--- src/uart_settings.svh ---
`ifndef UART_SETTINGS_SVH
`define UART_SETTINGS_SVH

// serial format, fixed at build time
`define UART_DATA_BITS    8                       // data bits per frame
`define UART_CLKS_PER_BIT 8                       // clock cycles per serial bit
`define UART_SYNC_STAGES  3                       // receive synchronizer depth

// start + data + parity + stop
`define UART_FRAME_BITS   (`UART_DATA_BITS + 3)

`endif

--- src/uart_pkg.sv ---
`include "uart_settings.svh"

package uart_pkg;

    // one payload byte
    typedef logic [`UART_DATA_BITS-1:0] uart_data_t;

    // frame as it appears on the line, lsb sent first
    typedef struct packed {
        logic       stop;                         // high when well formed
        logic       parity;                       // even parity over data
        uart_data_t data;                         // lsb first on the wire
        logic       start;                        // low when well formed
    } uart_frame_fields_t;

    // raw shift word in the sampler, named fields in the checker
    typedef union packed {
        logic [`UART_FRAME_BITS-1:0] raw;
        uart_frame_fields_t          f;
    } uart_frame_u;

    // received byte with its error flags
    typedef struct packed {
        uart_data_t data;
        logic       parity_err;                   // data ^ parity odd
        logic       frame_err;                    // stop bit read low
        logic       overrun;                      // a later frame was dropped
    } uart_rx_result_t;

endpackage

--- src/uart_tx.sv ---
`timescale 1ns/10ps
`include "uart_settings.svh"

module uart_tx
    import uart_pkg::*;
(
    input  logic       clk,
    input  logic       reset,
    input  logic       i_valid,
    input  uart_data_t i_data,
    output logic       o_ready,
    output logic       o_serial
);

    localparam int CLK_W = $clog2(`UART_CLKS_PER_BIT);
    localparam int BIT_W = $clog2(`UART_FRAME_BITS);
    localparam logic [CLK_W-1:0] CLK_LAST = CLK_W'(`UART_CLKS_PER_BIT - 1);
    localparam logic [BIT_W-1:0] BIT_LAST = BIT_W'(`UART_FRAME_BITS - 1);

    logic                        busy_q;          // frame in flight
    logic [CLK_W-1:0]            clk_cnt_q;       // cycle within current bit
    logic [BIT_W-1:0]            bit_cnt_q;       // bit within frame
    logic [`UART_FRAME_BITS-1:0] shift_q;         // line driven from bit 0
    logic                        accept;
    logic                        parity;
    logic                        bit_end;
    logic                        frame_end;

    assign accept    = i_valid && o_ready;
    assign parity    = ^i_data;                   // even parity
    assign bit_end   = (clk_cnt_q == CLK_LAST);
    assign frame_end = bit_end && (bit_cnt_q == BIT_LAST);

    assign o_ready  = !busy_q;
    assign o_serial = shift_q[0];

    // busy flag and bit timing
    always_ff @(posedge clk) begin
        if (reset) begin
            busy_q    <= 1'b0;
            clk_cnt_q <= '0;
            bit_cnt_q <= '0;
        end else if (accept) begin
            busy_q    <= 1'b1;
            clk_cnt_q <= '0;
            bit_cnt_q <= '0;
        end else if (busy_q) begin
            if (bit_end) begin
                clk_cnt_q <= '0;
                if (frame_end) begin
                    busy_q <= 1'b0;               // ready again next cycle
                end else begin
                    bit_cnt_q <= bit_cnt_q + 1'b1;
                end
            end else begin
                clk_cnt_q <= clk_cnt_q + 1'b1;
            end
        end
    end

    // frame word, ones shifted in behind so the line idles high
    always_ff @(posedge clk) begin
        if (reset) begin
            shift_q <= '1;                        // idle line
        end else if (accept) begin
            shift_q <= {1'b1, parity, i_data, 1'b0};
        end else if (busy_q && bit_end && !frame_end) begin
            shift_q <= {1'b1, shift_q[`UART_FRAME_BITS-1:1]};
        end
    end

endmodule

--- src/uart_rx_sampler.sv ---
`timescale 1ns/10ps
`include "uart_settings.svh"

module uart_rx_sampler
    import uart_pkg::*;
(
    input  logic        clk,
    input  logic        reset,
    input  logic        i_serial,
    output logic        o_valid,
    output uart_frame_u o_frame,
    input  logic        i_ready
);

    localparam int CLK_W = $clog2(`UART_CLKS_PER_BIT);
    localparam int BIT_W = $clog2(`UART_FRAME_BITS);
    localparam logic [CLK_W-1:0] CLK_LAST  = CLK_W'(`UART_CLKS_PER_BIT - 1);
    localparam logic [CLK_W-1:0] HALF_LAST = CLK_W'(`UART_CLKS_PER_BIT / 2 - 1);
    localparam logic [BIT_W-1:0] BIT_LAST  = BIT_W'(`UART_FRAME_BITS - 1);

    localparam logic [1:0] ST_IDLE  = 2'd0;      // waiting for a falling edge
    localparam logic [1:0] ST_START = 2'd1;      // half bit into the start bit
    localparam logic [1:0] ST_DATA  = 2'd2;      // sampling at mid-bit

    logic [`UART_SYNC_STAGES-1:0] sync_q;        // input synchronizer
    logic                         rx_bit;
    logic                         rx_prev_q;
    logic [1:0]                   state_q;
    logic [CLK_W-1:0]             clk_cnt_q;
    logic [BIT_W-1:0]             bit_cnt_q;     // bits taken so far
    uart_frame_u                  frame_q;
    logic                         valid_q;
    logic                         line_fall;
    logic                         start_mid;
    logic                         data_mid;
    logic                         last_bit;

    assign rx_bit    = sync_q[`UART_SYNC_STAGES-1];
    assign line_fall = rx_prev_q && !rx_bit;
    assign start_mid = (state_q == ST_START) && (clk_cnt_q == HALF_LAST);
    assign data_mid  = (state_q == ST_DATA) && (clk_cnt_q == CLK_LAST);
    assign last_bit  = (bit_cnt_q == BIT_LAST);

    assign o_valid = valid_q;
    assign o_frame = frame_q;

    // preset high so reset does not look like a start bit
    always_ff @(posedge clk) begin
        if (reset) begin
            sync_q    <= '1;
            rx_prev_q <= 1'b1;
        end else begin
            sync_q    <= {sync_q[`UART_SYNC_STAGES-2:0], i_serial};
            rx_prev_q <= rx_bit;
        end
    end

    // start detection and bit timing
    always_ff @(posedge clk) begin
        if (reset) begin
            state_q   <= ST_IDLE;
            clk_cnt_q <= '0;
            bit_cnt_q <= '0;
        end else begin
            case (state_q)
                ST_IDLE: begin
                    clk_cnt_q <= '0;
                    if (line_fall) begin
                        state_q <= ST_START;
                    end
                end
                ST_START: begin
                    if (start_mid) begin
                        clk_cnt_q <= '0;
                        bit_cnt_q <= BIT_W'(1);  // start bit counts as taken
                        // glitch if the line is already back high
                        state_q   <= rx_bit ? ST_IDLE : ST_DATA;
                    end else begin
                        clk_cnt_q <= clk_cnt_q + 1'b1;
                    end
                end
                ST_DATA: begin
                    if (data_mid) begin
                        clk_cnt_q <= '0;
                        bit_cnt_q <= bit_cnt_q + 1'b1;
                        if (last_bit) begin
                            state_q <= ST_IDLE;  // stop bit sampled
                        end
                    end else begin
                        clk_cnt_q <= clk_cnt_q + 1'b1;
                    end
                end
                default: begin
                    state_q <= ST_IDLE;
                end
            endcase
        end
    end

    // bits enter at the msb, so the start bit ends up at bit 0
    always_ff @(posedge clk) begin
        if ((start_mid && !rx_bit) || data_mid) begin
            frame_q.raw <= {rx_bit, frame_q.raw[`UART_FRAME_BITS-1:1]};
        end
    end

    always_ff @(posedge clk) begin
        if (reset) begin
            valid_q <= 1'b0;
        end else if (data_mid && last_bit) begin
            valid_q <= 1'b1;
        end else if (i_ready) begin
            valid_q <= 1'b0;                     // one cycle, checker never stalls
        end
    end

endmodule

--- src/uart_rx_checker.sv ---
`timescale 1ns/10ps

module uart_rx_checker
    import uart_pkg::*;
(
    input  logic            clk,
    input  logic            reset,
    input  logic            i_valid,
    input  uart_frame_u     i_frame,
    output logic            o_ready,
    output logic            o_valid,
    output uart_rx_result_t o_result,
    input  logic            i_ready
);

    logic            valid_q;
    uart_rx_result_t result_q;
    logic            held;                        // result waiting on consumer
    logic            take;
    logic            parity_err;
    logic            frame_err;

    // a frame is either taken or dropped, never stalled
    assign o_ready = 1'b1;

    assign held       = valid_q && !i_ready;
    assign take       = i_valid && o_ready && !held;
    assign parity_err = ^{i_frame.f.data, i_frame.f.parity};
    assign frame_err  = !i_frame.f.stop;

    assign o_valid  = valid_q;
    assign o_result = result_q;

    always_ff @(posedge clk) begin
        if (reset) begin
            valid_q <= 1'b0;
        end else if (take) begin
            valid_q <= 1'b1;
        end else if (i_ready) begin
            valid_q <= 1'b0;                      // handshake done
        end
    end

    always_ff @(posedge clk) begin
        if (take) begin
            result_q.data       <= i_frame.f.data;
            result_q.parity_err <= parity_err;
            result_q.frame_err  <= frame_err;
            result_q.overrun    <= 1'b0;
        end else if (i_valid && held) begin
            result_q.overrun    <= 1'b1;          // new frame dropped
        end
    end

endmodule

--- src/uart_top.sv ---
`timescale 1ns/10ps

module uart_top
    import uart_pkg::*;
(
    input  logic            clk,
    input  logic            reset,
    input  logic            i_tx_valid,
    input  uart_data_t      i_tx_data,
    output logic            o_tx_ready,
    output logic            o_serial,
    input  logic            i_serial,
    output logic            o_rx_valid,
    output uart_rx_result_t o_rx,
    input  logic            i_rx_ready
);

    logic        s_frame_valid;                   // sampler to checker
    uart_frame_u s_frame;
    logic        s_frame_ready;

    uart_tx u_tx (
        .clk      (clk),
        .reset    (reset),
        .i_valid  (i_tx_valid),
        .i_data   (i_tx_data),
        .o_ready  (o_tx_ready),
        .o_serial (o_serial)
    );

    // serial loop is closed outside, in the testbench
    uart_rx_sampler u_rx_sampler (
        .clk      (clk),
        .reset    (reset),
        .i_serial (i_serial),
        .o_valid  (s_frame_valid),
        .o_frame  (s_frame),
        .i_ready  (s_frame_ready)
    );

    uart_rx_checker u_rx_checker (
        .clk      (clk),
        .reset    (reset),
        .i_valid  (s_frame_valid),
        .i_frame  (s_frame),
        .o_ready  (s_frame_ready),
        .o_valid  (o_rx_valid),
        .o_result (o_rx),
        .i_ready  (i_rx_ready)
    );

endmodule

--- config.mk ---
export PLATFORM = sky130hd
export DESIGN_NAME = uart_top
export DESIGN_NICKNAME = d
export VERILOG_FILES = /design/src/uart_pkg.sv /design/src/uart_tx.sv /design/src/uart_rx_sampler.sv /design/src/uart_rx_checker.sv /design/src/uart_top.sv
export VERILOG_INCLUDE_DIRS = /design/src
export SDC_FILE = /design/constraint.sdc
export NUM_CORES = 1
export LEC_CHECK = 0
export BUFFER_PORTS_ARGS = -buffer_cell sky130_fd_sc_hd__buf_2
export CORE_MARGIN = 2
export CORE_UTILIZATION = 54
export CTS_BUF_LIST = sky130_fd_sc_hd__clkbuf_4
export CTS_CLUSTER_SIZE = 8
export DETAILED_ROUTE_END_ITERATION = 12
export GPL_TIMING_DRIVEN = 0
export PLACE_DENSITY = 0.8
export SYNTH_ARGS = -nofsm -noshare
export SYNTH_HDL_FRONTEND = slang
export SYNTH_SLANG_ARGS = --single-unit
--- constraint.sdc ---
create_clock -name clk -period 1.3 [get_ports clk]
set_input_delay 0.195 -clock clk [delete_from_list [all_inputs] [get_ports clk]]
set_output_delay 0.195 -clock clk [all_outputs]
set_load 0.02 [all_outputs]
==> impl_metrics.json <==
{
  "status": "complete, but fails checks",
  "violations": "setup timing",
  "clock.fmax_ghz": 0.675,
  "num_rows": 24,
  "busiest_layer": "met2",
  "synthToLayoutAreaGrowth_pct": 34.1,
  "hold_ws_ns": 0.0743,
  "synth_area_mm2": 0.00238,
  "multi_input_area_mm2": 0.00132,
  "path_clk_slew_ns": 0.16,
  "initial_core_util": 0.554,
  "clock-root-buffer": "clkbuf_4",
  "cpMaxStageDelayCell": "dfxtp_2",
  "min_path_cells": 3,
  "cp_data_required_time_ns": 1.63,
  "die_h_um": 70.4,
  "drive_gt1_frac": 0.450,
  "seq_area_mm2": 0.00130,
  "antenna_cells": 0,
  "cts_num_sinks": 54,
  "wl_per_cell_um": 15.3,
  "power_frac_clock": 0.276,
  "cts_buffers": 5,
  "slew_violations": 0,
  "globalRouteTotalUtil": 0.199,
  "synth_seq_cells": 54,
  "ys_seq_area_frac": 0.539,
  "final-instance-count-excl-fill": 330,
  "die_w_um": 70.4,
  "grt.overflow.total": 0,
  "syn_avg_cell_area_um2": 10.8,
  "finalCriticalPeriod_ns": 1.48,
  "critPathLaunchType": "flip-flop",
  "swShare": 0.252,
  "die-area_mm2": 0.00495,
  "seq_power_share": 0.634,
  "power_density_mw_per_mm2": 888,
  "worstHoldStart": "i_tx_data[2]",
  "post-place-cells": 297,
  "grt_use_met2": 0.340,
  "viasPerCell": 5.48,
  "core_mm2": 0.00429,
  "finalInstanceArea_mm2": 0.00319,
  "synthDistinctLibCells": 42,
  "async_reset_ff_frac": 0,
  "drt_first_pass_iters": 4,
  "gr-usage-met3": 0.0447,
  "layout_common_cells": "nor2_1, buf_2, dfxtp_1, edfxtp_1, buf_4",
  "grt_pass1_wl_um": 7760,
  "routed_wl_um": 5040,
  "finalWorstSetupSlack_ns": -0.182,
  "yosys_most_used_dff": "dfxtp_1",
  "syn-num-nets": 246,
  "ant_nets": 0,
  "p_sw_uw": 713,
  "clk_path_buf_depth": 2,
  "place_ws_ns": -0.150,
  "max-cap-violations": 0,
  "antenna_found_initial": 0,
  "nNetsFinal": 303,
  "critPathArrivalTime_ns": 1.81,
  "min_path_type": "in -> reg",
  "cts_tree": "built",
  "total_power_uw": 2830,
  "h-tree-depth": 2,
  "power.leakage_uw": 0.00122,
  "clk_latency_ns": 0.38,
  "fin_skew_ns": 0.00845,
  "synth-edff-count": 20,
  "port_buffers": 25,
  "ioPinCount": 27,
  "setup_viol": 34,
  "place_congestion": 0.766,
  "cpPeakStageDelay_ns": 0.39,
  "use_met1": 0.244,
  "drt-initial-drc-count": 130,
  "first_global_vias": 1699,
  "final_common_cell": "nor2_1",
  "internal_power_uw": 2120,
  "combPwrFrac": 0.090,
  "nFillCells": 283,
  "cp_cell_sequence": "ha_4, ha_4, nand2b_4, nand4_4, or3b_1, a21oi_2",
  "netlist_instances": 220,
  "maxSlewHeadroom": 0.592,
  "grt_max_degree": 19,
  "crit_path_frequent_cell": "ha_4",
  "cp-end-kind": "flip-flop",
  "path_max_fanout": 4,
  "vias": 1809,
  "path_class": "reg -> reg",
  "final_hold_viol_count": 0,
  "fin_crit_sh": 1.14,
  "place_area_mm2": 0.00269,
  "r2r_slack_ns": -0.18,
  "drcViolationCount": 0,
  "r2r_start": "u_rx_sampler.clk_cnt_q[1]",
  "yosysWarnings": 0,
  "r2r_end": "u_rx_sampler.bit_cnt_q[2]",
  "tightest_slew_ns": 0.612,
  "vdd_ir_drop_max_mv": 0.642,
  "min_to": "u_tx.shift_q[3]",
  "rsz0062_at_grt": "yes",
  "dp_hpwl_um": 3000,
  "r2r.worst_path.cells": 6
}
-- worst max path at each step --
stage	from	endpoint	slack, ns	cells after the start
2_1_floorplan	u_rx_sampler.clk_cnt_q[1]	u_rx_sampler.bit_cnt_q[2]	-0.06	6
6_report	u_rx_sampler.clk_cnt_q[1]	u_rx_sampler.bit_cnt_q[2]	-0.18	6
3_3_place_gp	u_rx_sampler.bit_cnt_q[0]	u_rx_sampler.state_q[1]	-0.13	6
3_5_place_dp	u_rx_sampler.clk_cnt_q[0]	u_rx_sampler.bit_cnt_q[2]	-0.15	6
5_1_grt	u_rx_sampler.clk_cnt_q[1]	u_rx_sampler.bit_cnt_q[2]	-0.23	6
4_1_cts	u_rx_sampler.clk_cnt_q[0]	u_rx_sampler.bit_cnt_q[2]	-0.16	6
-- power by group through the flow --
stage	Combinational, µW	Clock, µW	Sequential (µW)
after global routing	279	866	1800
final	254	781	1800
after floorplan	143	0	1830
after global placement	197	0	1830
after CTS	221	796	1790
after detailed placement	202	0	1830
-- cell families (layout without fill, tap and decap cells) --
group / Yosys count / after routing / share of synthesized area
and+or+nand+nor: 70 / 70 / 0.164
DFF: 54 / 54 / 0.539
AOI/OAI and AO/OA: 43 / 44 / 0.115
xor gates and xnor gates: 18 / 18 / 0.0663
buffers and inverters: 18 / 75 / 0.0300
adders and majority gates: 13 / 13 / 0.0684
muxes: 4 / 4 / 0.0174
-- worst max-delay path, delay by kind of cell, from the launching register on --
kind,cells,cell delay [ns]
AO/OA/AOI/OAI,1,0.12
adder cells (fa/ha/maj),2,0.29
flip-flops,1,0.39
AND/OR/NAND/NOR,3,0.62
-- sequential cells by signal, indices dropped and copies added (netlist names), 3 cells and up --
signal and cells:
u_rx_checker.o_result 11, u_rx_sampler.bit_cnt_q 4, u_rx_sampler.clk_cnt_q 3, u_rx_sampler.o_frame 10
u_rx_sampler.sync_q 3, u_tx.bit_cnt_q 4, u_tx.clk_cnt_q 3, u_tx.shift_q 10
-- area by class of cell --
class | count | share of cell area
flip-flops and latches | 54 | 0.408
well taps | 52 | 0.0204
repair buffers | 50 | 0.111
plain buffers | 7 | 0.0161
multi-input cells | 149 | 0.413
clock buffers | 5 | 0.0118
clock inverters | 3 | 0.00785
inverters | 10 | 0.0126
-- cell usage after synthesis (2+ instances only) --
cell	number	share of area
mux2i_1	3	0.013
nand2_1	2	0.0032
dfxtp_1	34	0.29
clkbuf_1	5	0.0079
xor2_1	4	0.015
or2_2	4	0.011
nand2b_1	6	0.016
o21ai_0	10	0.021
nor2_1	28	0.044
o21bai_1	8	0.025
a211oi_1	3	0.0095
nor2b_1	3	0.0079
nand3_1	12	0.025
inv_1	9	0.014
and2_1	2	0.0053
and3b_1	2	0.0074
edfxtp_1	20	0.25
buf_2	3	0.0063
a22oi_1	2	0.0063
xnor2_1	14	0.052
ha_1	13	0.068
a21oi_1	13	0.027
-- what timing repair did --
action                                  4_1_cts  5_1_grt
resized for setup                            32       32
endpoints found under the setup margin       33       37
hold endpoints to repair                      1        0
hold buffers                                  1        0
gates cloned                                  1        0
pin swaps                                    21       17
buffers inserted                             13       12
-- metal layers --
layer  wire [µm]  vias to the layer above
met5           0                        -
met4         152                        0
met3         208                       15
met2        2500                       50
met1        2190                      857
li1            -                      887
-- through the flow --
| stage | util | TNS (ns) |
|---|---|---|
| after floorplan | - | -0.139 |
| after global placement | 0.626 | -2.07 |
| after detailed placement | 0.626 | -2.72 |
| after CTS | 0.696 | -1.39 |
| after global routing | 0.742 | -3.19 |
| final | 0.742 | -1.81 |
Power figures use the tool's default switching activity.
